<file path="src/rvv_pkg.sv">
package rvv_pkg;

	localparam int VLEN = 128;
	localparam int VLENB = VLEN / 8;
	localparam int NUM_VREGS = 32;

	localparam logic [31:0] VILL_VTYPE = 32'h8000_0000; // only vill set

	localparam logic [6:0] OPC_V = 7'b1010111;
	localparam logic [6:0] OPC_LOAD_FP = 7'b0000111;
	localparam logic [6:0] OPC_STORE_FP = 7'b0100111;

	typedef enum logic [2:0] {
		OP_NONE = 3'd0,
		OP_VSETVLI = 3'd1,
		OP_VSETIVLI = 3'd2,
		OP_VSETVL = 3'd3,
		OP_VLOAD = 3'd4,
		OP_VSTORE = 3'd5
	} rvv_op_e;

	// vtype.vsew encoding, 64-bit and above folded into reserved
	typedef enum logic [2:0] {
		SEW_8 = 3'd0,
		SEW_16 = 3'd1,
		SEW_32 = 3'd2,
		SEW_RSVD = 3'd3
	} vsew_e;

	typedef struct packed {
		logic vill;
		logic vma;
		logic vta;
		vsew_e vsew;
		logic [2:0] vlmul;
		logic [31:0] vl;
	} rvv_cfg_t;

	typedef struct packed {
		rvv_op_e op;
		logic [4:0] vd;
		logic rs1_nz; // rs1 field non-zero
		logic rd_nz; // rd field non-zero
		logic [4:0] imm; // uimm of vsetivli
		logic [10:0] vtype_imm; // zimm of vsetvli / vsetivli
		vsew_e eew; // element width of a memory op
		logic trap;
	} rvv_dec_t;

	typedef struct packed {
		logic [31:0] addr;
		logic [31:0] wdata;
		logic [3:0] strb;
		logic store;
	} mem_req_t;

	typedef enum logic [1:0] {
		LSU_IDLE = 2'd0,
		LSU_REQ = 2'd1,
		LSU_WAIT = 2'd2,
		LSU_FINISH = 2'd3
	} lsu_state_e;

endpackage

</file>
<file path="src/rvv_config.sv">
module rvv_config (
	input logic clk,
	input logic resetn,
	input logic start_i,
	input rvv_pkg::rvv_dec_t dec_i,
	input logic [31:0] rs1_i,
	input logic [31:0] rs2_i,
	output rvv_pkg::rvv_cfg_t cfg_o,
	output logic [31:0] vl_o
);
	import rvv_pkg::*;

	logic [31:0] vtype_q;
	logic [31:0] vl_q;
	logic [7:0] vtype_new;
	logic reserved_set;
	logic [31:0] vlmax_new;
	logic [31:0] vlmax_cur;
	logic [31:0] avl;
	logic illegal;

	// VLEN/SEW scaled by LMUL, 0 for reserved codes
	function automatic logic [31:0] vlmax_of(input logic [2:0] sew, input logic [2:0] lmul);
		logic [31:0] base;
		base = (sew > 3'd2) ? 32'd0 : 32'(VLEN >> (sew + 3));
		if (lmul == 3'd4)
			return 32'd0;
		else if (lmul[2])
			return base >> (4'd8 - {1'b0, lmul}); // fractional lmul
		else
			return base << lmul;
	endfunction

	always_comb begin
		vtype_new = (dec_i.op == OP_VSETVL) ? rs2_i[7:0] : dec_i.vtype_imm[7:0];
		reserved_set = (dec_i.op == OP_VSETVL) ? |rs2_i[31:8] : |dec_i.vtype_imm[10:8];
		vlmax_new = vlmax_of(vtype_new[5:3], vtype_new[2:0]);
		illegal = vlmax_new == 32'd0 || reserved_set;

		if (dec_i.op == OP_VSETIVLI)
			avl = {27'b0, dec_i.imm};
		else if (dec_i.rs1_nz)
			avl = rs1_i;
		else if (dec_i.rd_nz)
			avl = '1; // request vlmax
		else
			avl = vl_q;

		vl_o = illegal ? 32'd0 : ((avl < vlmax_new) ? avl : vlmax_new);
	end

	always_ff @(posedge clk) begin
		if (!resetn) begin
			vtype_q <= VILL_VTYPE;
			vl_q <= '0;
		end else if (start_i) begin
			vtype_q <= illegal ? VILL_VTYPE : {24'b0, vtype_new};
			vl_q <= vl_o;
		end
	end

	assign cfg_o.vill = vtype_q[31];
	assign cfg_o.vma = vtype_q[7];
	assign cfg_o.vta = vtype_q[6];
	assign cfg_o.vsew = (vtype_q[5:3] > 3'd2) ? SEW_RSVD : vsew_e'(vtype_q[5:3]);
	assign cfg_o.vlmul = vtype_q[2:0];
	assign cfg_o.vl = vl_q;

	assign vlmax_cur = vlmax_of(vtype_q[5:3], vtype_q[2:0]);

	vl_within_vlmax: assert property (@(posedge clk) disable iff (!resetn) vl_q <= vlmax_cur);

endmodule

</file>
<file path="config.mk">
export PLATFORM = sky130hd
export DESIGN_NAME = rvv_config
export DESIGN_NICKNAME = d
export VERILOG_FILES = /design/src/rvv_pkg.sv /design/src/rvv_config.sv
export SDC_FILE = /design/constraint.sdc
export NUM_CORES = 1
export LEC_CHECK = 0
export BUFFER_PORTS_ARGS = -buffer_cell sky130_fd_sc_hd__buf_2
export CAP_MARGIN = 0
export CORE_UTILIZATION = 47
export CTS_BUF_LIST = sky130_fd_sc_hd__clkbuf_8
export DETAILED_ROUTE_END_ITERATION = 12
export GPL_TIMING_DRIVEN = 0
export PLACE_DENSITY = 0.91
export SYNTH_ARGS = -nofsm -noshare
export SYNTH_HDL_FRONTEND = slang
export SYNTH_SLANG_ARGS = --single-unit
export TNS_END_PERCENT = 20
</file>
<file path="constraint.sdc">
create_clock -name clk -period 6.4 [get_ports clk]
set_clock_uncertainty 0.05 [all_clocks]
set_input_delay 1.28 -clock clk [delete_from_list [all_inputs] [get_ports clk]]
set_output_delay 1.28 -clock clk [all_outputs]
set_load 0.005 [all_outputs]
</file>
==> impl_results.md <==
- Post-DP Area: 0.00403 mm2
- # clock sinks: ~40
- Detail Route Antenna Nets: 0
- WL/cell: 16.1 um
- Nature of the critical path endpoint: primary output
- Register area share after synthesis: 0.258
- Die height: 84.3 um
- Least-Margin Pin Slew: between 900 and 1000 ps
- Drt drc: 13
- Overall power: 0.615 mW
- Core area: around 0.0065 mm2
- Synth Register Bits: about 40
- Design area: about 0.0045 mm2
- Ys flop type: dfxtp_1
- Crit path kind: in2out
- Worst path max stage delay: roughly 480 ps
- # Max-Cap Violations: 0
- Initial antenna violation count: 0
- Syn Inst Count: 405
- Final worst slack: -23.5 ps
- Reg2reg path depth: 13
- I/O pin cnt: 170
- Fin. max-slew vios: 0
- Pleak: 2.09 nW
- Hold Path Cell Cnt: 2
- Vias per cell: 5.63
- Asr flop ratio synth: 0
- FF/Latch Area: a little over 800 um2
- Cells taking the most area after synthesis: dfxtp_1, buf_4, and2_1
- Synth top area share: 0.258
- Row Count: 29
- Crit path depth: 22
- Die area: 0.00711 mm2
- Final Cycle Share: 1.00
- Crit-path max FO: 8
- CTS tree: built
- VDD IR max: 0.148 mV
- Final setup violation count: 2
- Total congestion overflow: 0
- Hold Fails Final Rpt: 0
- Top sig layer: met4
- Post-DP HPWL: 8050 um
- Status: complete, but fails checks
- Critical Path AT: just over 5000 ps
- Pin count of the biggest net entering global routing: 14
- Die width: about 84 um
- CTS Buf Count: 5
- Clock Tree Root: clkbuf_8
- Met3 routed WL: 865 um
- Layout Nets: 692
- Crit path launch type: input pin
- Clk Latency, worst-skew pair: 290 ps
- Syn. warnings: 0
- Slew Limit Headroom: 0.339
- PD cells: 137 mW/mm2
- Area grow syn2layout: 41.3%
- Share of cells above drive strength 1: 0.416
- WP data required: about 5100 ps
- Cell family with most CP delay: buffers and inverters
- Initial DRC count: 314
- GPL Wtd Cong: 0.913
- Longest Clk Path Bufs: 2
- Top-count cell post-synth: nor2_1
- H-tree levels: 2
- Mean Syn Cell Area: 7.86 um2
- Overall routing resource usage: 0.284
- Met1 wire length: 4080 um
- Footprint of the multi-input gates: 0.00230 mm2
- Met2 WL: 5300 um
- Fillcell total: 503
- DR vias: about 3.7k
- F_max: 0.156 GHz
- RSZ-0062 raised after global routing: true
- Critical-path cell list: buf_8, and3b_1, buf_6, buf_8, mux2i_4, ha_2, ha_4, nand2b_4, mux2i_2, buf_4, buf_4, o2111ai_1, o31ai_4, inv_1, ha_1, nor2_1, or3_1, o221ai_4, buf_6, mux2i_4, nor2_1, buf_2
- HP Class: reg2reg
- EDFF count, synth: 0
- Starting Density: 0.493
- Crit-path slowest cell: or3_1
- Drt total wl: 10700 um
- First-pass GRT wire length: ~16000 um
- 1st-pass router iterations: 10
- Bufs and invs on worst path: 8
- Final hold slack: approximately 420 ps
- PortBufs: between 100 and 150
- Min Tclk post-route: between 6000 and 7000 ps
- Failing checks: DRC, setup timing
- Hold buffer count at CTS: 0
- Synthesized area: 0.00318 mm2
- Number of global-route vias before repair: roughly 3.6k
- Post-synth top cells: nor2_1, dfxtp_1, nand2_1
- Leading area contributor after synthesis: dfxtp_1
- CTS clk-pin slew, worst paths: 80 ps
- Diode count: 0
- Post-synth cell types: 72
path summary, 6_finish.rpt:
path,start,end,slack [ps]
max,dec_i[28],vl_o[6],-20
min,vl_q[0]$_SDFFE_PN0P_,vl_q[0]$_SDFFE_PN0P_,420
max reg2reg,vl_q[9]$_SDFFE_PN0P_,vl_q[8]$_SDFFE_PN0P_,2930
min reg2reg,vl_q[0]$_SDFFE_PN0P_,vl_q[0]$_SDFFE_PN0P_,420
metrics by stage:
stage	setup WS (ps)	std cells	TNS, ps	utilization
3_3_place_gp	-497	638	-5430	0.624
5_1_grt	-137	661	-816	0.696
2_1_floorplan	253	428	0	-
3_5_place_dp	-563	638	-6360	0.624
6_report	-23.5	661	-24.9	0.696
4_1_cts	2.63	657	0	0.674
registers in the layout (all words and copies together) (netlist names):
register / count
vl_q: 32
vtype_q: 9
layer usage:
metal,vias to the layer above,track usage
met5,-,0
li1,1746,-
met2,223,0.505
met4,0,0.150
met3,49,0.0600
met1,1701,0.318
final cells by class:
class                      count  area share
tap                           77      0.0214
buffer                        48      0.0701
clock inverter                 3     0.00389
clock buffer                   5      0.0153
timing repair buffer         148       0.180
inverter                      19      0.0159
multi-input combinational    320       0.511
sequential                    41       0.182
cell usage in the layout (no fill, tap or decap), types with 4 or more instances in the layout:
cell,count
buf_2,133
buf_4,41
dfxtp_1,41
nor2_1,39
nand2_1,36
and2_1,26
conb_1,25
inv_1,18
a21oi_1,17
nor4_1,16
clkbuf_1,13
ha_1,10
mux2i_4,8
nand2b_1,8
nor3_1,7
o21ai_1,7
buf_6,6
o22ai_1,6
nand4_1,6
nor2b_1,6
o21ai_0,5
o21ai_2,5
clkbuf_8,5
nor2_2,4
nor3b_1,4
nand3_1,4
o311ai_0,4
kinds of logic after synthesis:
| logic type | share of synthesized area |
|---|---|
| muxes | 0.0425 |
| DFF | 0.258 |
| buffers and inverters | 0.120 |
| adders and majority gates | 0.0472 |
| and+or+nand+nor | 0.319 |
| AOI/OAI and AO/OA | 0.200 |
| xor gates and xnor gates | 0.0110 |
| other | 0.00236 |
worst register-to-register path, delay by kind of cell, from the launching register on:
kind,cells,cell delay (ps)
simple gates,2,470
compound gates,7,1930
flops,1,330
buf+inv,3,410
fa+ha+maj,1,220
repair_timing:
action / 4_1_cts / 5_1_grt
pin swaps: 9 / 9
endpoints found under the setup margin: 12 / 12
resized for setup: 30 / 22
buffers inserted: 11 / 4
cloned: 1 / 0
power by group:
part	internal [mW]	switching, mW
registers	0.255	0.000398
clock network	0.0752	0.0885
logic	0.0874	0.108
total	0.418	0.197
No activity file was read; power rests on OpenSTA's default activity.
