==> src/rvv_pkg.sv <==
package rvv_pkg;

	localparam int VLEN = 128;
	localparam int VLENB = VLEN / 8;
	localparam int NUM_VREGS = 32;

	localparam logic [31:0] VILL_VTYPE = 32'h8000_0000; // only vill set

	localparam logic [6:0] OPC_V = 7'b1010111;
	localparam logic [6:0] OPC_LOAD_FP = 7'b0000111;
	localparam logic [6:0] OPC_STORE_FP = 7'b0100111;

	typedef enum logic [2:0] {
		OP_NONE = 3'd0,
		OP_VSETVLI = 3'd1,
		OP_VSETIVLI = 3'd2,
		OP_VSETVL = 3'd3,
		OP_VLOAD = 3'd4,
		OP_VSTORE = 3'd5
	} rvv_op_e;

	// vtype.vsew encoding, 64-bit and above folded into reserved
	typedef enum logic [2:0] {
		SEW_8 = 3'd0,
		SEW_16 = 3'd1,
		SEW_32 = 3'd2,
		SEW_RSVD = 3'd3
	} vsew_e;

	typedef struct packed {
		logic vill;
		logic vma;
		logic vta;
		vsew_e vsew;
		logic [2:0] vlmul;
		logic [31:0] vl;
	} rvv_cfg_t;

	typedef struct packed {
		rvv_op_e op;
		logic [4:0] vd;
		logic rs1_nz; // rs1 field non-zero
		logic rd_nz; // rd field non-zero
		logic [4:0] imm; // uimm of vsetivli
		logic [10:0] vtype_imm; // zimm of vsetvli / vsetivli
		vsew_e eew; // element width of a memory op
		logic trap;
	} rvv_dec_t;

	typedef struct packed {
		logic [31:0] addr;
		logic [31:0] wdata;
		logic [3:0] strb;
		logic store;
	} mem_req_t;

	typedef enum logic [1:0] {
		LSU_IDLE = 2'd0,
		LSU_REQ = 2'd1,
		LSU_WAIT = 2'd2,
		LSU_FINISH = 2'd3
	} lsu_state_e;

endpackage

==> src/rvv_decoder.sv <==
module rvv_decoder (
	input logic [31:0] insn_i,
	input logic [31:0] rs1_i,
	input rvv_pkg::rvv_cfg_t cfg_i,
	output rvv_pkg::rvv_dec_t dec_o
);
	import rvv_pkg::*;

	logic [6:0] opcode;
	logic [2:0] funct3;
	logic is_mem;
	logic [35:0] group_bytes;
	logic [35:0] group_regs;
	logic group_over;
	logic misaligned;

	assign opcode = insn_i[6:0];
	assign funct3 = insn_i[14:12];

	always_comb begin
		dec_o = '0;
		dec_o.op = OP_NONE;
		dec_o.eew = SEW_8;
		dec_o.vd = insn_i[11:7];
		dec_o.rd_nz = insn_i[11:7] != 5'd0;
		dec_o.rs1_nz = insn_i[19:15] != 5'd0;
		dec_o.imm = insn_i[19:15];
		// vsetivli has only a 10-bit zimm
		dec_o.vtype_imm = insn_i[31] ? {1'b0, insn_i[29:20]} : insn_i[30:20];

		if (opcode == OPC_V && funct3 == 3'b111) begin
			if (!insn_i[31])
				dec_o.op = OP_VSETVLI;
			else if (insn_i[31:30] == 2'b11)
				dec_o.op = OP_VSETIVLI;
			else if (insn_i[31:25] == 7'b1000000)
				dec_o.op = OP_VSETVL;
		end

		// unit-stride only: nf = 0, mop = 0, lumop/sumop = 0
		if ((opcode == OPC_LOAD_FP || opcode == OPC_STORE_FP) && insn_i[31:29] == 3'd0 &&
				insn_i[27:26] == 2'b00 && insn_i[24:20] == 5'd0) begin
			case (funct3)
				3'b000: dec_o.eew = SEW_8;
				3'b101: dec_o.eew = SEW_16;
				3'b110: dec_o.eew = SEW_32;
				default: dec_o.eew = SEW_RSVD;
			endcase
			if (dec_o.eew != SEW_RSVD)
				dec_o.op = insn_i[5] ? OP_VSTORE : OP_VLOAD;
			else
				dec_o.eew = SEW_8;
		end

		dec_o.trap = is_mem && (cfg_i.vill || group_over || misaligned);
	end

	assign is_mem = dec_o.op == OP_VLOAD || dec_o.op == OP_VSTORE;

	// registers spanned by vl elements, rounded up
	assign group_bytes = {4'b0, cfg_i.vl} << dec_o.eew;
	assign group_regs = (group_bytes + 36'(VLENB - 1)) / 36'(VLENB);
	assign group_over = ({31'b0, dec_o.vd} + group_regs) > 36'(NUM_VREGS);

	assign misaligned = (dec_o.eew == SEW_16 && rs1_i[0]) ||
		(dec_o.eew == SEW_32 && rs1_i[1:0] != 2'b00);

	always_comb begin
		if (!(opcode inside {OPC_V, OPC_LOAD_FP, OPC_STORE_FP}))
			assert (dec_o.op == OP_NONE)
				else $error("rvv_decoder: vector op from a non-vector opcode");
	end

endmodule

==> config.mk <==
export PLATFORM = sky130hd
export DESIGN_NAME = rvv_decoder
export DESIGN_NICKNAME = d
export VERILOG_FILES = /design/src/rvv_pkg.sv /design/src/rvv_decoder.sv
export SDC_FILE = /design/constraint.sdc
export NUM_CORES = 1
export LEC_CHECK = 0
export BUFFER_PORTS_ARGS = -buffer_cell sky130_fd_sc_hd__buf_2
export CAP_MARGIN = 30
export CORE_MARGIN = 2
export CORE_UTILIZATION = 44
export DETAILED_ROUTE_END_ITERATION = 6
export PLACE_DENSITY = 0.76
export SETUP_SLACK_MARGIN = 0.4
export SLEW_MARGIN = 20
export SYNTH_ARGS = -nofsm -noshare
export SYNTH_HDL_FRONTEND = slang
export SYNTH_SLANG_ARGS = --single-unit
==> constraint.sdc <==
create_clock -name vclk -period 7.8
set_input_delay 1.56 -clock vclk [all_inputs]
set_output_delay 1.56 -clock vclk [all_outputs]
set_load 0.005 [all_outputs]
==> results_dict.tcl <==
set metrics [dict create \
    status "completed" \
    rsz0062_at_grt "yes" \
    p_int_mw 0.0846 \
    synthesis.nets 671 \
    p_sw_frac 0.566 \
    final_antenna_net_count 0 \
    fp.dieW_um 92.2 \
    seq_cell_count 0 \
    power.share.combinational 1.000 \
    dpl.cell_count 739 \
    finish.instance_area_um2 4320 \
    p_leak_nw 1.71 \
    dp_hpwl_um 9890 \
    drv_slew 0 \
    hold_buffers 0 \
    end_kind "primary output" \
    seq_power_share 0 \
    drc 0 \
    worst_pin_slew_ps 651 \
    drive_gt1_frac 0.306 \
    setup_slack_ps 157 \
    io_buffers 96 \
    p_per_area_nw_per_um2 45.2 \
    synth_area_um2 3420 \
    slew_headroom 0.555 \
    setup.worst_path.class "input pin to primary output" \
    routed_wirelength_um 12800 \
    start_util 0.450 \
    min_path_cells 2 \
    p_clk_frac 0 \
    instances_no_fill 750 \
    cp-start-kind "input pin" \
    grt_start_max_net_pins 23 \
    n_clock_buffer 0 \
    drt_iter0_markers 529 \
    rows 32 \
    area_growth_pct 26.2 \
    setup_tns_ps 0 \
    die_area_um2 8490 \
    critPathBufInv 6 \
    path_max_fanout 5 \
    diodes 0 \
    grt_pass1_wl_um 20900 \
    setup_viol 0 \
    gp_congestion 0.966 \
    syn_area_per_cell_um2 6.11 \
    critPathSlowestCell "or4_4" \
    slowest_delay_ps 530 \
    via_per_inst 6.39 \
    vias 4795 \
    synth_top_area_share 0.0703 \
    crit_chain "buf_2, nor4_2, nand3_2, buf_12, or4_1, o211ai_1, nor4_2, buf_4, xor2_1, ha_1, inv_1, o21bai_1, a21oi_2, buf_4, or3_4, nor4b_4, xnor2_1, o31a_1, or4_4, nor4_2, a21boi_1, buf_2" \
    cp_top_family "simple AND/OR/NAND/NOR gates" \
    cp_num_cells 22 \
    yosysTopAreaCell "a21oi_1" \
    dr.pass1.iters 6 \
    grt_pass1_vias 4397 \
    hold_class "input pin to primary output" \
    finalPower_mw 0.195 \
    overflow 0 \
    place_area_um2 4040 \
    dp_worst_setup_slack_ps -214 \
    critPathRequiredTime_ps 6240 \
    hold_viol 0 \
    fin_nets 761 \
    timing.final.crit_share 0.980 \
    timing.max_cap.violations 0 \
    netlist_instances 560 \
    regArea_um2 0 \
    fmax_ghz 0.131 \
    power_switching_mw 0.110 \
    coreArea_um2 7610 \
    grt_antenna_before_repair 0 \
    crit_path_start "insn_i[6]" \
    worstPathArrival_ps 6080 \
    ys_types 77 \
    track_usage 0.291 \
    yosysWarnings 0 \
    ir_worst_vdd_v 0.0000326 \
    die_y_um 92.2 \
    ys_seq_area_frac 0 \
    min_period_ps 7640 \
    cpMostUsedCell "nor4_2" \
    cp-endpoint "dec_o[0]" \
    io_pins 135 \
    netlist_top_cells_area "a21oi_1, nor2_1, buf_4" \
    wl_per_cell_um 17.1 \
]
-- synth_stat cells, drive strengths merged, types with 5 or more instances --
| cell | count |
|---|---|
| nand2b | 7 |
| a211o | 7 |
| xnor2 | 16 |
| nand4 | 12 |
| mux2i | 6 |
| nand2 | 44 |
| and3 | 7 |
| a211oi | 8 |
| a21oi | 48 |
| nor4 | 16 |
| inv | 15 |
| xor2 | 14 |
| or4 | 7 |
| clkbuf | 30 |
| o22ai | 10 |
| or3 | 9 |
| o21ai | 28 |
| nor3 | 30 |
| and2 | 6 |
| nor2 | 59 |
| a31oi | 15 |
| a22oi | 7 |
| ha | 5 |
| nand3 | 24 |
| buf | 33 |
| nor2b | 16 |
| o21a | 5 |
-- stage by stage --
step                      utilization  hold WS (ps)
final                           0.567          3300
after global routing            0.567          3310
after CTS                       0.558          3300
after detailed placement        0.532          3300
after global placement          0.532          3300
after floorplan                     -          3150
-- cell families after synthesis --
logic type | share of synthesized area
AND/OR/NAND/NOR | 0.407
XOR/XNOR | 0.0768
buffers and inverters | 0.114
adder cells (fa/ha/maj) | 0.0271
AO/OA/AOI/OAI | 0.356
multiplexers | 0.0176
other | 0.00110
-- worst min path at each step --
| stage | slack [ps] | end | start |
|---|---|---|---|
| detailed placement | 3300 | dec_o[19] | insn_i[19] |
| floorplan | 3150 | dec_o[14] | insn_i[31] |
| global placement | 3300 | dec_o[18] | insn_i[18] |
| global route | 3310 | dec_o[12] | insn_i[28] |
| CTS | 3300 | dec_o[17] | insn_i[17] |
| finish | 3300 | dec_o[17] | insn_i[17] |
-- cells in the final DEF (no fill, tap or decap), types with 6 or more instances in the layout --
| master | count |
|---|---|
| a211o_1 | 7 |
| and2_1 | 6 |
| inv_1 | 12 |
| nand2b_1 | 7 |
| nand2_1 | 44 |
| a211oi_1 | 6 |
| or4_1 | 6 |
| nor2_1 | 58 |
| nor3_1 | 29 |
| o22ai_1 | 9 |
| buf_4 | 51 |
| xor2_1 | 13 |
| a22oi_1 | 7 |
| nand4_1 | 12 |
| nor4_1 | 10 |
| nor2b_1 | 16 |
| nand3_1 | 21 |
| o21ai_0 | 27 |
| xnor2_1 | 15 |
| or3_1 | 7 |
| and3_1 | 6 |
| mux2i_1 | 6 |
| a21oi_1 | 45 |
| a31oi_1 | 15 |
| buf_2 | 96 |
-- final cells by class --
class | count | area (µm²)
fill | 762 | 3290
inverter | 15 | 56.3
multi-input combinational | 482 | 3190
tap | 102 | 128
timing repair buffer | 151 | 938
-- repair_timing --
item	CTS	global route
setup endpoints to repair	1	1
setup buffers	7	3
pin swaps	16	15
cloned	1	0
gates resized for setup	24	10
-- routing by layer --
metal,global-route usage,vias to the layer above,share of wire
met5,0,-,0
met4,0.109,0,0.042
met3,0.0156,49,0.081
met2,0.497,292,0.46
met1,0.386,2186,0.42
li1,-,2268,-
-- power by group through the flow --
| stage | Clock [mW] | Sequential (mW) | Combinational (mW) |
|---|---|---|---|
| 6_report | 0 | 0 | 0.195 |
| 2_1_floorplan | 0 | 0 | 0.117 |
| 3_5_place_dp | 0 | 0 | 0.177 |
| 4_1_cts | 0 | 0 | 0.184 |
| 3_3_place_gp | 0 | 0 | 0.172 |
| 5_1_grt | 0 | 0 | 0.212 |
(Power assumes the default switching activity.)
