==> config.mk <==
export PLATFORM = sky130hd
export DESIGN_NAME = rvv_lsu
export DESIGN_NICKNAME = d
export VERILOG_FILES = /design/src/rvv_pkg.sv /design/src/rvv_lsu.sv
export SDC_FILE = /design/constraint.sdc
export NUM_CORES = 1
export LEC_CHECK = 0
export BUFFER_PORTS_ARGS = -buffer_cell sky130_fd_sc_hd__buf_2
export CAP_MARGIN = 5
export CORE_MARGIN = 2
export CORE_UTILIZATION = 29
export DETAILED_ROUTE_END_ITERATION = 10
export GPL_ROUTABILITY_DRIVEN = 0
export PLACE_DENSITY = 0.53
export SLEW_MARGIN = 20
export SYNTH_ARGS = -nofsm -noshare
export SYNTH_HDL_FRONTEND = slang
export SYNTH_SLANG_ARGS = --single-unit
==> constraint.sdc <==
create_clock -name clk -period 6.35 [get_ports clk]
set_clock_uncertainty 0.05 [all_clocks]
set_input_delay 0.635 -clock clk [delete_from_list [all_inputs] [get_ports clk]]
set_output_delay 0.635 -clock clk [all_outputs]
set_load 0.03 [all_outputs]
==> src/rvv_pkg.sv <==
package rvv_pkg;

	localparam int VLEN = 128;
	localparam int VLENB = VLEN / 8;
	localparam int NUM_VREGS = 32;

	localparam logic [31:0] VILL_VTYPE = 32'h8000_0000; // only vill set

	localparam logic [6:0] OPC_V = 7'b1010111;
	localparam logic [6:0] OPC_LOAD_FP = 7'b0000111;
	localparam logic [6:0] OPC_STORE_FP = 7'b0100111;

	typedef enum logic [2:0] {
		OP_NONE = 3'd0,
		OP_VSETVLI = 3'd1,
		OP_VSETIVLI = 3'd2,
		OP_VSETVL = 3'd3,
		OP_VLOAD = 3'd4,
		OP_VSTORE = 3'd5
	} rvv_op_e;

	// vtype.vsew encoding, 64-bit and above folded into reserved
	typedef enum logic [2:0] {
		SEW_8 = 3'd0,
		SEW_16 = 3'd1,
		SEW_32 = 3'd2,
		SEW_RSVD = 3'd3
	} vsew_e;

	typedef struct packed {
		logic vill;
		logic vma;
		logic vta;
		vsew_e vsew;
		logic [2:0] vlmul;
		logic [31:0] vl;
	} rvv_cfg_t;

	typedef struct packed {
		rvv_op_e op;
		logic [4:0] vd;
		logic rs1_nz; // rs1 field non-zero
		logic rd_nz; // rd field non-zero
		logic [4:0] imm; // uimm of vsetivli
		logic [10:0] vtype_imm; // zimm of vsetvli / vsetivli
		vsew_e eew; // element width of a memory op
		logic trap;
	} rvv_dec_t;

	typedef struct packed {
		logic [31:0] addr;
		logic [31:0] wdata;
		logic [3:0] strb;
		logic store;
	} mem_req_t;

	typedef enum logic [1:0] {
		LSU_IDLE = 2'd0,
		LSU_REQ = 2'd1,
		LSU_WAIT = 2'd2,
		LSU_FINISH = 2'd3
	} lsu_state_e;

endpackage

==> src/rvv_lsu.sv <==
module rvv_lsu (
	input logic clk,
	input logic resetn,
	input logic start_i,
	input rvv_pkg::rvv_dec_t dec_i,
	input rvv_pkg::rvv_cfg_t cfg_i,
	input logic [31:0] rs1_i,
	input logic [31:0] vrf_rd_data_i,
	output logic [4:0] vrf_reg_o,
	output logic [3:0] vrf_elem_o,
	output logic vrf_wr_en_o,
	output logic [31:0] vrf_wr_data_o,
	input logic mem_done_i,
	input logic [31:0] mem_rdata_i,
	output logic mem_req_o,
	output rvv_pkg::mem_req_t mem_req_data_o,
	output logic busy_o,
	output logic done_o
);
	import rvv_pkg::*;

	lsu_state_e state_q;
	logic [31:0] elem_q; // element being transferred
	logic [31:0] byte_off;
	logic [31:0] addr;
	logic [4:0] lane_shift;
	logic [3:0] elem_strb;
	logic is_store;
	logic last_elem;
	logic xfer_done;
	logic req_pending_q;

	assign is_store = dec_i.op == OP_VSTORE;
	assign byte_off = elem_q << dec_i.eew;
	assign addr = rs1_i + byte_off;
	assign lane_shift = {addr[1:0], 3'b000};
	assign last_elem = elem_q == cfg_i.vl - 32'd1;
	assign xfer_done = state_q == LSU_WAIT && mem_done_i;

	// register group offset and index within that register
	assign vrf_reg_o = dec_i.vd + 5'(byte_off >> $clog2(VLENB));
	assign vrf_elem_o = byte_off[3:0] >> dec_i.eew;

	always_comb begin
		case (dec_i.eew)
			SEW_8: elem_strb = 4'b0001;
			SEW_16: elem_strb = 4'b0011;
			default: elem_strb = 4'b1111;
		endcase
	end

	assign mem_req_o = state_q == LSU_REQ;
	assign mem_req_data_o.addr = addr;
	assign mem_req_data_o.wdata = vrf_rd_data_i << lane_shift; // element into its byte lanes
	assign mem_req_data_o.strb = elem_strb << addr[1:0];
	assign mem_req_data_o.store = is_store;

	assign vrf_wr_en_o = xfer_done && !is_store;
	assign vrf_wr_data_o = mem_rdata_i >> lane_shift;

	assign busy_o = state_q != LSU_IDLE;
	assign done_o = state_q == LSU_FINISH || (xfer_done && last_elem);

	always_ff @(posedge clk) begin
		if (!resetn) begin
			state_q <= LSU_IDLE;
			elem_q <= '0;
		end else begin
			case (state_q)
				LSU_IDLE: begin
					if (start_i) begin
						elem_q <= '0;
						state_q <= (cfg_i.vl == 32'd0) ? LSU_FINISH : LSU_REQ;
					end
				end
				LSU_REQ: state_q <= LSU_WAIT;
				LSU_WAIT: begin
					if (mem_done_i) begin
						if (last_elem) begin
							state_q <= LSU_IDLE;
						end else begin
							elem_q <= elem_q + 32'd1;
							state_q <= LSU_REQ;
						end
					end
				end
				LSU_FINISH: state_q <= LSU_IDLE; // empty vector, report done
				default: state_q <= LSU_IDLE;
			endcase
		end
	end

	// tracks the request that the memory has not answered yet
	always_ff @(posedge clk) begin
		if (!resetn)
			req_pending_q <= 1'b0;
		else if (mem_req_o)
			req_pending_q <= 1'b1;
		else if (mem_done_i)
			req_pending_q <= 1'b0;
	end

	one_outstanding: assert property (@(posedge clk) disable iff (!resetn)
		mem_req_o |-> !req_pending_q);

endmodule

==> run metrics <==
outcome complete, no violations; commonest non-fill, non-tap cell in the layout buf_2; min setup slack post-route 777 ps; CP max FO 29; Max stage delay on crit path 520 ps; commonest non-fill, non-tap cells in the layout buf_2, nand2_1, nor2_1; Yosys cell types 71; mapped cell area 6890 sq um; synthesized flop and latch total 34; Die Width 158 microns; main flop type after synthesis dfxtp_1; cell count after synthesis 973; global-route usage over all layers 18.2%; Max Freq 179 MHz; # IOs 285; Seq/Total Area, Yosys 9.87%; final wirelength 24.5 mm; DRT iter0 DRCs 513; setup bufs post-CTS 0; first-pass GRT wire length 37.0 mm; P_leak 3.75 nW; ant diodes 0; CTS Root Cell clkbuf_16; Worst setup SP type primary input; period utilization 87.8%; net count reported at finish 1392; fin area 8520 sq um; Wirelength per Cell 16.3 microns; post-route setup TNS 0 ps; global route total overflow 0; Tot Pwr 1.05 mW; Async S/R FF share, synth 0%; Gate power share 56.1%; CP Data Arrival Time 4890 ps; Worst VDD drop 0.0720 mV; Worst Path Class, Setup in2out; PwrDens 123 nW/um^2; Hold Crit Class reg2reg; Die Ht 158 microns; Sw Share 45.5%; clk buf depth 2; DR DRC count 0; Avg Inst Size Synth 7.09 sq um; Via density 5.19; Clk Latency, worst-skew pair 270 ps; initial antenna violation count 0; routed via count 7800; CTS Buf Count 5; Yosys Warn Count 0; Worst Setup End Kind output pin; Sink Count 34; Slowest-stage cell, CP o311ai_0; P&R area growth vs syn 23.6%; CP required 5660 ps; Max Slew Vio Count 0; Worst-Margin Slew 931 ps; clock transition at the registers of the reported paths 50 ps; core area 23400 sq um; CTS tree built; Finished Layout Cells 1502; Syn Nets 1183; CTS Hold Buffers Added 0; RSZ-0062 raised after global routing no; Psw 478 uW; Post-Place Setup Slack 825 ps; Min Clock Period, post-route 5570 ps; H-tree depth 2; Max Cap Viol 0; post-route ant nets 0; internal power 571 uW; post-place instance area 8370 sq um; Pre-antenna DRT Iters 4; critical path's top delay family compound AO/OA/AOI/OAI gates; CP bufs+invs 2; final number of setup-violating endpoints 0; Slew headroom 37.7%; count of flip-flops with a built-in enable after synthesis 0; input/output buffers 256; Seq pwr share 20.7%; post-DP HPWL 20.2 mm; largest net degree at the start of global routing 65; clock group share of total power 23.3%; Rows 56; initial core utilization 29.5%; Final Hold Vio Count 0; vias in the first global route 6984; die area 25000 sq um; CTS resizes 0; fraction of layout cells with a size suffix above 1 27.6%; Post-Place Cells 1494; CP cell instances buf_2 > mux2_2 > nor2_1 > nor3_1 > o21bai_1 > ha_1 > a211oi_1 > o211ai_1 > a31oi_1 > o22ai_1 > o311ai_0 > nand2_1 > a211oi_1 > a21oi_1 > xnor2_1 > buf_2
power by group through the flow:
| stage | Clock [mW] | Combinational [mW] | Sequential [mW] |
|---|---|---|---|
| floorplan | 0 | 0.408 | 0.220 |
| global placement | 0 | 0.585 | 0.221 |
| detailed placement | 0 | 0.588 | 0.221 |
| CTS | 0.249 | 0.589 | 0.217 |
| global route | 0.256 | 0.639 | 0.217 |
| finish | 0.244 | 0.588 | 0.217 |
sequential cells by signal, summed over array words and instances, names as in the netlist:
signal,count
elem_q,32
state_q,2
metrics by stage:
| stage | hold slack, ps | util (%) |
|---|---|---|
| finish | 509 | 36.4 |
| detailed placement | 497 | 35.8 |
| global placement | 493 | 35.8 |
| floorplan | 415 | - |
| global route | 550 | 36.4 |
| CTS | 505 | 36.4 |
per-layer routing:
metal	share of wire, %	global-route usage (%)	up-vias
met5	0	0	-
met4	0.68	2.36	0
met3	5.2	1.45	13
met2	44	28.5	229
met1	50	27.7	3565
li1	-	-	3993
worst paths after layout:
path	start	endpoint	slack, ps	depth (start not counted)
hold reg to reg	elem_q[30]	elem_q[30]	510	2
hold / removal	elem_q[30]	elem_q[30]	510	2
setup / recovery	dec_i[2]	mem_req_data_o[68]	780	16
setup reg to reg	elem_q[0]	elem_q[6]	3110	10
cell families (layout without fill, tap and decap cells):
kind of cell	after synthesis	after routing	synth area share, %
AOI/OAI and AO/OA	244	244	22.7
xor gates and xnor gates	72	72	9.15
adders and majority gates	39	39	7.30
buffers and inverters	94	304	5.81
DFF	34	34	9.87
muxes	85	85	14.1
and+or+nand+nor	405	405	31.1
cell usage after synthesis (3+ instances only):
library cell,count,area (sq um)
nor3_1,19,95.1
nand2b_1,15,93.8
nand4_1,13,81.3
o22ai_1,4,25.0
o31ai_1,15,113
xor2_1,23,201
buf_2,5,25.0
buf_6,3,33.8
o21ai_1,3,15.0
or2_2,3,18.8
nor4_1,15,93.8
mux2_2,16,180
o21ai_0,50,250
nor2b_1,27,169
a31oi_1,5,31.3
o21bai_1,7,52.6
a21o_1,14,105
nand3b_1,4,30.0
and4_1,5,43.8
clkbuf_1,47,176
o211ai_1,11,82.6
nand3_1,31,155
o21ai_2,3,26.3
nor2_1,80,300
and2_1,23,144
o21a_1,9,67.6
mux4_2,8,180
dfxtp_1,34,681
a21oi_2,4,35.0
nand4b_1,4,35.0
nor4_2,5,62.6
buf_1,8,30.0
xnor2_1,49,429
and3_1,11,68.8
or4_1,16,120
mux2i_1,61,611
nand2_1,104,390
a211oi_1,24,180
ha_1,37,463
or3_1,17,106
nor4b_1,3,26.3
a21oi_1,70,350
inv_1,28,105
final cells by class:
| class | count | area (sq um) |
|---|---|---|
| Clock buffer | 7 | 143 |
| Tap cell | 319 | 399 |
| Fill cell | 2591 | 14900 |
| Timing Repair Buffer | 268 | 1370 |
| Sequential cell | 34 | 681 |
| Clock inverter | 1 | 5.00 |
| Multi-Input combinational cell | 845 | 5820 |
| Inverter | 28 | 105 |
worst register-to-register path, stage by stage (launching register included):
cell and delay [ps]:
dfxtp_1 510, buf_4 240, xor2_1 160, nand3_1 80, a211o_1 250, a2111oi_0 280
nand4_1 190, a2111oi_2 480, a21o_2 590, or3_1 220, a21oi_2 50
Note: power is estimated with default switching activity, not from simulation.
